## config.mk

```make
export PLATFORM = sky130hd
export DESIGN_NAME = corr_top
export DESIGN_NICKNAME = d
export VERILOG_FILES = /design/src/hw/corr_pkg.sv /design/src/hw/block_counter.sv /design/src/hw/corr_accum.sv /design/src/hw/corr_bus.sv /design/src/hw/corr_ctrl.sv /design/src/hw/corr_top.sv
export VERILOG_INCLUDE_DIRS = /design/src /design/src/include
export SDC_FILE = /design/constraint.sdc
export NUM_CORES = 2
export LEC_CHECK = 0
export ABC_AREA = 0
export BUFFER_PORTS_ARGS = -buffer_cell sky130_fd_sc_hd__buf_2
export CORE_MARGIN = 3
export CORE_UTILIZATION = 45
export DETAILED_ROUTE_END_ITERATION = 12
export SLEW_MARGIN = 25
export SYNTH_ARGS = -nofsm -noshare
export SYNTH_HDL_FRONTEND = slang
export SYNTH_HIERARCHICAL = 1
export SYNTH_SLANG_ARGS = --single-unit
```

## constraint.sdc

```tcl
create_clock -name clk_i -period 17 [get_ports clk_i]
set_input_delay 3.4 -clock clk_i [delete_from_list [all_inputs] [get_ports clk_i]]
set_output_delay 3.4 -clock clk_i [all_outputs]
set_load 0.02 [all_outputs]
```

## src/include/corr_settings.svh

```systemverilog
`ifndef CORR_SETTINGS_SVH
`define CORR_SETTINGS_SVH

// ------------------------------
// Array geometry
// ------------------------------
`define CORR_ANT   4           // Antennas, one sign bit each
`define CORR_PAIRS 6           // Baselines, ANT*(ANT-1)/2

// Accumulators and bus words share one width
`define CORR_CW    16

// ------------------------------
// Register bus
// ------------------------------
`define CORR_AW    6           // Unit(2) + unit-local select(4)

// Top two address bits pick the unit
`define CORR_UNIT_VIS 0        // Visibility words, pair and comp
`define CORR_UNIT_REG 1        // System registers
// Units 2 and 3 give a bus error

// Register indices inside CORR_UNIT_REG
`define CORR_REG_CTRL  0       // Bit 0 enables acquisition
`define CORR_REG_BSIZE 1       // Blocksize minus one
`define CORR_REG_STAT  2       // Read-only status word

`endif

```

## src/hw/corr_pkg.sv

```systemverilog
`include "corr_settings.svh"

package corr_pkg;

   // ------------------------------
   // Bus address views
   // ------------------------------
   typedef struct packed {
      logic [1:0] unit;        // Same bits in both views
      logic [2:0] pair;        // Baseline 0..5, 6 and 7 unmapped
      logic       comp;        // 0 real, 1 imaginary
   } corr_vis_adr_t;

   typedef struct packed {
      logic [1:0] unit;
      logic [3:0] regsel;      // Register index
   } corr_reg_adr_t;

   // One address word, read either as a visibility
   // selector or as a register selector
   typedef union packed {
      corr_vis_adr_t vis;
      corr_reg_adr_t regs;
   } corr_addr_u;

   // ------------------------------
   // Sample stream
   // ------------------------------
   typedef struct packed {
      logic                 strobe;  // Antenna bits valid this cycle
      logic [`CORR_ANT-1:0] ant;     // Sign bit per antenna
   } corr_sample_t;

   // Status word, read back through CORR_REG_STAT
   typedef struct packed {
      logic                 running; // Acquisition FSM is in RUN
      logic                 bank;    // Bank currently filling
      logic [`CORR_CW-3:0]  blocks;  // Completed blocks, wraps
   } corr_stat_t;

   // Acquisition FSM states
   typedef enum logic [1:0] {
      IDLE,                    // Stopped
      PRIME,                   // Waiting for a strobe to load Hilbert history
      RUN                      // Counting
   } corr_state_e;

endpackage

```

## src/hw/block_counter.sv

```systemverilog
`include "corr_settings.svh"

module block_counter (
   input  logic                clk_i,
   input  logic                sw_d,
   input  logic                run_i,        // Count only while running
   input  logic                strobe_i,
   input  logic [`CORR_CW-1:0] blocksize_i,  // Strobes per block minus one
   output logic                last_o        // Current strobe ends the block
);

   logic [`CORR_CW-1:0] cnt_q;   // Strobes seen in this block

   // ------------------------------
   // Strobe count within a block
   // ------------------------------
   always_ff @(posedge clk_i or posedge sw_d) begin
      if (sw_d) begin
         cnt_q <= '0;
      end else if (!run_i) begin
         cnt_q <= '0;                      // Restart cleanly after a stop
      end else if (strobe_i) begin
         if (last_o) begin
            cnt_q <= '0;                   // Wrap with the swap
         end else begin
            cnt_q <= cnt_q + 1'b1;
         end
      end
   end

   // Block spans blocksize + 1 strobes, 0 .. blocksize
   assign last_o = (cnt_q == blocksize_i);

   // Blocksize is only rewritten while stopped, so a
   // running count never passes the end of the block
   a_cnt_in_block : assert property (@(posedge clk_i) disable iff (sw_d)
      run_i && $past(run_i) |-> cnt_q <= blocksize_i);

endmodule

```

## src/hw/corr_accum.sv

```systemverilog
`include "corr_settings.svh"

module corr_accum import corr_pkg::*; (
   input  logic                clk_i,
   input  logic                sw_d,
   input  corr_sample_t        sample_i,
   input  logic                run_i,      // Strobes are counted
   input  logic                swap_i,     // Last strobe of the block
   input  logic                bank_i,     // Bank being filled
   input  logic [2:0]          rd_pair_i,  // Bus selected baseline
   input  logic                rd_comp_i,  // 0 real, 1 imaginary
   output logic [`CORR_CW-1:0] rd_data_o   // Frozen bank word
);

   logic [`CORR_ANT-1:0]   re;           // Current signs
   logic [`CORR_ANT-1:0]   im;           // Fake Hilbert, previous signs
   logic [`CORR_ANT-1:0]   hist_q;
   logic [`CORR_PAIRS-1:0] agree_re;     // re_i == re_j per baseline
   logic [`CORR_PAIRS-1:0] agree_im;     // re_i == im_j per baseline
   logic                   frozen;       // Bank held for reading

   // Counters indexed [bank][pair][comp]
   logic [`CORR_CW-1:0] acc_q [2][`CORR_PAIRS][2];

   // ------------------------------
   // Fake Hilbert stage
   // ------------------------------
   // Every strobe updates the history, the priming one too
   always_ff @(posedge clk_i) begin
      if (sample_i.strobe) hist_q <= sample_i.ant;
   end

   assign re     = sample_i.ant;
   assign im     = hist_q;
   assign frozen = ~bank_i;

   // ------------------------------
   // Sign agreement per baseline
   // ------------------------------
   // Pair order 01, 02, 03, 12, 13, 23
   always_comb begin
      int p;
      p        = 0;
      agree_re = '0;
      agree_im = '0;
      for (int i = 0; i < `CORR_ANT; i++) begin
         for (int j = i + 1; j < `CORR_ANT; j++) begin
            agree_re[p] = re[i] ~^ re[j];  // XNOR of signs
            agree_im[p] = re[i] ~^ im[j];
            p++;
         end
      end
   end

   // ------------------------------
   // Accumulator banks
   // ------------------------------
   always_ff @(posedge clk_i or posedge sw_d) begin
      if (sw_d) begin
         acc_q <= '{default: '0};
      end else begin
         for (int p = 0; p < `CORR_PAIRS; p++) begin
            if (!run_i) begin
               // Stopped, so the filling bank starts the next block empty
               acc_q[bank_i][p][0] <= '0;
               acc_q[bank_i][p][1] <= '0;
            end else if (sample_i.strobe) begin
               // Last strobe still lands in the finishing bank
               acc_q[bank_i][p][0] <= acc_q[bank_i][p][0] + `CORR_CW'(agree_re[p]);
               acc_q[bank_i][p][1] <= acc_q[bank_i][p][1] + `CORR_CW'(agree_im[p]);
            end
            if (swap_i) begin
               acc_q[frozen][p][0] <= '0;  // Becomes the filling bank
               acc_q[frozen][p][1] <= '0;
            end
         end
      end
   end

   // Read port on the frozen bank, spare pairs read zero
   assign rd_data_o = (rd_pair_i < `CORR_PAIRS) ? acc_q[frozen][rd_pair_i][rd_comp_i]
                                                : '0;

endmodule

```

## src/hw/corr_bus.sv

```systemverilog
`include "corr_settings.svh"

module corr_bus import corr_pkg::*; (
   input  logic                clk_i,
   input  logic                sw_d,
   input  logic                stb_i,        // One access per cycle
   input  logic                we_i,
   input  corr_addr_u          adr_i,
   input  logic [`CORR_CW-1:0] dat_i,
   input  logic [`CORR_CW-1:0] rd_data_i,    // Frozen bank word
   input  corr_stat_t          stat_i,
   output logic                ack_o,
   output logic                err_o,
   output logic [`CORR_CW-1:0] dat_o,
   output logic [2:0]          rd_pair_o,
   output logic                rd_comp_o,
   output logic                enable_o,     // CTRL bit 0
   output logic [`CORR_CW-1:0] blocksize_o
);

   logic                vis_hit;   // Valid visibility word
   logic                reg_hit;   // Register unit
   logic                mapped;
   logic [`CORR_CW-1:0] rdata;

   // ------------------------------
   // Address decode
   // ------------------------------
   assign vis_hit = (adr_i.vis.unit == `CORR_UNIT_VIS) && (adr_i.vis.pair < `CORR_PAIRS);
   assign reg_hit = (adr_i.regs.unit == `CORR_UNIT_REG);
   assign mapped  = vis_hit || reg_hit;   // Units 2, 3 and pairs 6, 7 fall out

   // Accumulator select straight from the vis view
   assign rd_pair_o = adr_i.vis.pair;
   assign rd_comp_o = adr_i.vis.comp;

   // Read mux
   always_comb begin
      rdata = '0;
      if (vis_hit) begin
         rdata = rd_data_i;
      end else if (reg_hit) begin
         case (adr_i.regs.regsel)
            `CORR_REG_CTRL:  rdata = {{(`CORR_CW-1){1'b0}}, enable_o};
            `CORR_REG_BSIZE: rdata = blocksize_o;
            `CORR_REG_STAT:  rdata = stat_i;
            default:         rdata = '0;   // Spare slots
         endcase
      end
   end

   // ------------------------------
   // Writable registers
   // ------------------------------
   always_ff @(posedge clk_i or posedge sw_d) begin
      if (sw_d) begin
         enable_o    <= 1'b0;
         blocksize_o <= '0;
      end else if (stb_i && we_i && reg_hit) begin
         case (adr_i.regs.regsel)
            `CORR_REG_CTRL:  enable_o    <= dat_i[0];
            `CORR_REG_BSIZE: blocksize_o <= dat_i;
            default: ;                     // Status is read-only
         endcase
      end
   end

   // Response, fixed one cycle latency
   always_ff @(posedge clk_i or posedge sw_d) begin
      if (sw_d) begin
         ack_o <= 1'b0;
         err_o <= 1'b0;
         dat_o <= '0;
      end else begin
         ack_o <= stb_i && mapped;
         err_o <= stb_i && !mapped;
         if (stb_i && !we_i && mapped) dat_o <= rdata;  // Holds otherwise
      end
   end

   a_one_resp : assert property (@(posedge clk_i) disable iff (sw_d)
      !(ack_o && err_o));

endmodule

```

## src/hw/corr_ctrl.sv

```systemverilog
`include "corr_settings.svh"

module corr_ctrl import corr_pkg::*; (
   input  logic                clk_i,
   input  logic                sw_d,
   input  logic                enable_i,   // From control register
   input  logic                strobe_i,   // Sample valid
   input  logic                last_i,     // Final strobe of the block
   output logic                run_o,
   output logic                swap_o,     // Bank swap, same cycle as strobe
   output logic                bank_o,     // Bank being filled
   output logic                switch_o,   // Registered swap
   output logic [`CORR_CW-3:0] blocks_o    // Completed block count
);

   corr_state_e state;

   // ------------------------------
   // Acquisition FSM
   // ------------------------------
   always_ff @(posedge clk_i or posedge sw_d) begin
      if (sw_d) begin
         state <= IDLE;
      end else begin
         case (state)
            IDLE: if (enable_i) state <= PRIME;
            PRIME: begin
               if (!enable_i) begin
                  state <= IDLE;           // Dropped before any data
               end else if (strobe_i) begin
                  state <= RUN;            // This strobe only fills history
               end
            end
            RUN: if (!enable_i) state <= IDLE;  // Stop, bank is kept
            default: state <= IDLE;
         endcase
      end
   end

   assign run_o  = (state == RUN);
   assign swap_o = run_o && strobe_i && last_i;

   // Bank index, block count and the swap notification
   always_ff @(posedge clk_i or posedge sw_d) begin
      if (sw_d) begin
         bank_o   <= 1'b0;
         switch_o <= 1'b0;
         blocks_o <= '0;
      end else begin
         switch_o <= swap_o;               // One cycle behind the swap
         if (swap_o) begin
            bank_o   <= ~bank_o;
            blocks_o <= blocks_o + 1'b1;   // Wraps
         end
      end
   end

   // Swaps only come out of a running block
   a_swap_in_run : assert property (@(posedge clk_i) disable iff (sw_d)
      swap_o |-> state == RUN && $past(state) != IDLE);

   // The filling bank only moves on a block boundary
   a_bank_on_swap : assert property (@(posedge clk_i) disable iff (sw_d)
      $changed(bank_o) |-> $past(swap_o) && switch_o);

endmodule

```

## src/hw/corr_top.sv

```systemverilog
`include "corr_settings.svh"

module corr_top import corr_pkg::*; (
   input  logic                clk_i,
   input  logic                sw_d,
   input  corr_sample_t        sample_i,   // Strobe plus antenna signs
   input  logic                stb_i,
   input  logic                we_i,
   input  logic [`CORR_AW-1:0] adr_i,
   input  logic [`CORR_CW-1:0] dat_i,
   output logic                ack_o,
   output logic                err_o,
   output logic [`CORR_CW-1:0] dat_o,
   output logic                switch_o    // New frozen bank available
);

   logic                run;
   logic                swap;
   logic                bank;
   logic                last;
   logic                enable;
   logic [`CORR_CW-1:0] blocksize;
   logic [`CORR_CW-3:0] blocks;
   logic [2:0]          rd_pair;
   logic                rd_comp;
   logic [`CORR_CW-1:0] rd_data;
   corr_stat_t          stat;

   // Status word, running is the RUN state of the FSM
   assign stat = '{running: run, bank: bank, blocks: blocks};

   // ------------------------------
   // Control path
   // ------------------------------
   corr_ctrl u_ctrl (
      .clk_i, .sw_d, .enable_i(enable), .strobe_i(sample_i.strobe),
      .last_i(last), .run_o(run), .swap_o(swap), .bank_o(bank),
      .switch_o, .blocks_o(blocks)
   );

   block_counter u_blk (
      .clk_i, .sw_d, .run_i(run), .strobe_i(sample_i.strobe),
      .blocksize_i(blocksize), .last_o(last)
   );

   // ------------------------------
   // Data path
   // ------------------------------
   corr_accum u_accum (
      .clk_i, .sw_d, .sample_i, .run_i(run), .swap_i(swap), .bank_i(bank),
      .rd_pair_i(rd_pair), .rd_comp_i(rd_comp), .rd_data_o(rd_data)
   );

   corr_bus u_bus (
      .clk_i, .sw_d, .stb_i, .we_i, .adr_i, .dat_i, .rd_data_i(rd_data),
      .stat_i(stat), .ack_o, .err_o, .dat_o, .rd_pair_o(rd_pair),
      .rd_comp_o(rd_comp), .enable_o(enable), .blocksize_o(blocksize)
   );

endmodule

```

==> flow_metrics.py <==
metrics = {
    "setup_path": {
        "critical_path_arrival_ps": 7360,
        "worst_setup_path_startpoint": "sample_i[4]",
        "worst_r2r_startpoint": "u_ctrl/bank_o$_DFFE_PP0P_",
        "critical_path.max_fanout": 54,
        "critPathCaptureType": "flip-flop",
        "critical-path-slowest-cell": "nor2b_1",
        "critical_path.cell_chain": "buf_4 > buf_4 > nor2b_1 > nand2_2 > buf_4 > or4_1 > a21oi_1",
        "worst-endpoint-required_ps": 17520,
        "max_stage_delay_ps": 900,
        "timing.setup.critical_path_class": "input port to flip-flop",
        "cp-start-kind": "input port",
        "critical-path-top-cell-by-count": "buf_4",
    },
    "yosys": {
        "synth.area.top_cells": "dfrtp_1 39%, mux4_2 8.6%, nand2_1 4.6%, nand3_1 3.4%, o21ai_0 3.4%",
        "synth_top_area_cell": "dfrtp_1",
        "yosysWarnings": 6,
        "synthArstFlopShare": 0.993,
        "synth.cells.most_frequent": "453 x dfrtp_1, 356 x nand2_1, 198 x nand3_1, 198 x o21ai_0, 194 x a21oi_1",
        "postSynthCellCount": 3043,
        "synth_most_common_cell": "dfrtp_1",
        "mappedNetlistArea_mm2": 0.0292,
        "synth.yosys.seq_area_share": 0.392,
        "synth_top_flop_cell": "dfrtp_1",
        "syn-mean-instance-area_um2": 9.59,
        "synth-edff-count": 3,
        "synth-seq-cells": 456,
        "synth.top_cell.area_share": 0.389,
        "syn-num-nets": 3100,
        "ys_types": 100,
    },
    "placement": {
        "hpwl_mm": 66.8,
        "worst_setup_slack_after_placement_ps": 9770,
        "final_weighted_congestion_in_routability_driven_placement": 0.891,
        "place.port_buffers": 49,
    },
    "power_and_ir_drop": {
        "leakage_power_summed_over_all_cells_nw": 12.4,
        "report.power.total_mw": 2.57,
        "power_per_cell_area_mw_per_mm2": 80.7,
        "maximum_vdd_ir_drop_mv": 0.0891,
    },
    "clocking": {
        "numCtsBuffers": 54,
        "cts.clk_slew.worst_paths_ps": 60,
        "cts_tree": "done",
        "clock_tree.buffer_depth": 3,
        "post_cts_resized": 0,
        "cts_hold_buf": 0,
        "numClockSinks": 456,
        "clock_insertion_delay_worst_skew_ps": 630,
        "cts.repair_timing.setup_buffer_count": 0,
        "cts-root-buf": "clkbuf_16",
        "htreeDepth": 2,
    },
    "drt": {
        "detail_route.iter0.violations": 2963,
        "finalWirelength_mm": 105,
        "drcViolationCount": 0,
        "drt-wirelength-per-cell_um": 27.3,
        "routed-via-count": 26700,
        "route.detailed.vias_per_inst": 6.92,
        "antenna_left": 0,
        "firstDrtPassIters": 6,
    },
    "layout": {
        "layout-drive-gt1-share": 0.153,
        "finalNetCount": 3023,
        "insertedDiodeCount": 0,
        "areaGrowthSynthToFinish_pct": 9.35,
    },
    "timing": {
        "rsz0062_at_grt": "no",
        "timing.final.crit_share": 0.402,
        "fin_skew_ps": 33.4,
        "final_hold_viol_count": 0,
        "setup_slack_after_layout_ps": 10160,
        "max_clock_freq_mhz": 146,
        "final_max_slew_viol_count": 0,
        "timing.slew.headroom": 0.255,
        "timing.setup.tns_ps": 0,
        "tightestPinTransition_ps": 1120,
        "setup_viol_count_final": 0,
        "post-route-min-period_ps": 6840,
        "worst_hold_slack_ps": 473,
    },
    "global_route": {
        "grt_pass1_wl_mm": 161,
        "first_global_vias": 26000,
        "groute.layer.met1.usage": 0.418,
        "antenna_found_initial": 3,
        "pin_count_of_the_biggest_net_entering_global_routing": 173,
        "grt.total_usage": 0.307,
        "grt.met2_usage": 0.477,
        "sum_of_overflow_across_all_layers_after_global_routing": 0,
        "grt-busiest-layer": "met2",
        "global_route.usage.met3": 0.0513,
    },
    "die": {
        "start_util": 0.458,
        "core_mm2": 0.0637,
        "die-height_um": 261,
        "dieWidth_um": 261,
        "pin_count": 50,
        "rows": 92,
        "floorplan.die_area_mm2": 0.0679,
    },
    "worst_hold_path": {
        "min_from": "u_ctrl/blocks_o[13]$_DFFE_PP0P_",
        "hp-class": "flip-flop to flip-flop",
    },
    "run": {
        "cap_violations": 0,
    },
    "status": {
        "status": "completed",
    },
}
path summary, 6_finish.rpt:
| kind | end | cells past startpoint | slack [ps] |
|---|---|---|---|
| worst max register to register | u_accum/acc_q[191]$_DFF_PP0_ | 7 | 12240 |
| worst min-delay path | u_ctrl/blocks_o[13]$_DFFE_PP0P_ | 1 | 470 |
| min in group asynchronous | u_bus/blocksize_o[7]$_DFFE_PP0P_ | 2 | 2920 |
| max in group asynchronous | u_accum/acc_q[110]$_DFF_PP0_ | 4 | 12110 |
| worst min register to register | u_ctrl/blocks_o[13]$_DFFE_PP0P_ | 1 | 470 |
| worst max-delay path | u_accum/acc_q[266]$_DFF_PP0_ | 7 | 10160 |
area by class of cell:
class	instances	area, um2
repair buffers	112	778
multi-input cells	2299	16600
clock buffers	75	1560
clock inverters	26	318
inverters	43	169
fillers	5774	31700
flip-flops and latches	456	11400
well taps	846	1060
flip-flops by register name (all words and copies together), names as in the netlist:
name	cells
u_bus/err_o	1
u_bus/ack_o	1
u_ctrl/bank_o	1
u_ctrl/blocks_o	14
u_accum/hist_q	3
u_ctrl/switch_o	1
u_bus/enable_o	1
u_bus/dat_o	16
u_accum/acc_q	384
u_ctrl/state	2
u_blk/cnt_q	16
u_bus/blocksize_o	16
where the power goes:
group	switching [mW]	total, mW	internal [mW]
Sequential	0.0259	1.13	1.11
Combinational	0.134	0.197	0.0635
Clock	0.508	1.24	0.734
Total	0.667	2.57	1.91
metrics by stage:
step | cells | util | instance area, um2
finish | 3857 | 0.501 | 31900
detailed placement | 3754 | 0.471 | 30000
global route | 3857 | 0.501 | 31900
floorplan | 3043 | - | 29200
global placement | 3754 | 0.471 | 30000
CTS | 3855 | 0.501 | 31900
routing by layer:
| metal | wire, um | part of all wire |
|---|---|---|
| met5 | 28 | 0.00027 |
| met4 | 5390 | 0.051 |
| met3 | 10200 | 0.097 |
| met2 | 47800 | 0.45 |
| met1 | 41900 | 0.40 |
placed cells by master (no fill, tap or decap), drive strengths merged, types with 88 or more instances in the layout:
cell	instances
a21oi	194
buf	112
dfrtp	453
mux2	88
mux4	111
nand2	356
nand3	199
nand4	91
nor2	101
o21ai	201
o31ai	88
critical path: cells and delay by family:
family	cells	cell delay [ps]
AOI/OAI and AO/OA	1	180
buffers and inverters	3	1610
and+or+nand+nor	3	2050
logic make-up (layout without fill, tap and decap cells):
group	count (synthesis)	in the layout	synth area share
and+or+nand+nor	1064	1064	0.192
AOI/OAI and AO/OA	866	866	0.197
DFF	456	456	0.392
buffers and inverters	288	256	0.0429
muxes	255	255	0.139
xor gates and xnor gates	88	88	0.0264
adders and majority gates	26	26	0.0111
(Power assumes the default switching activity.)
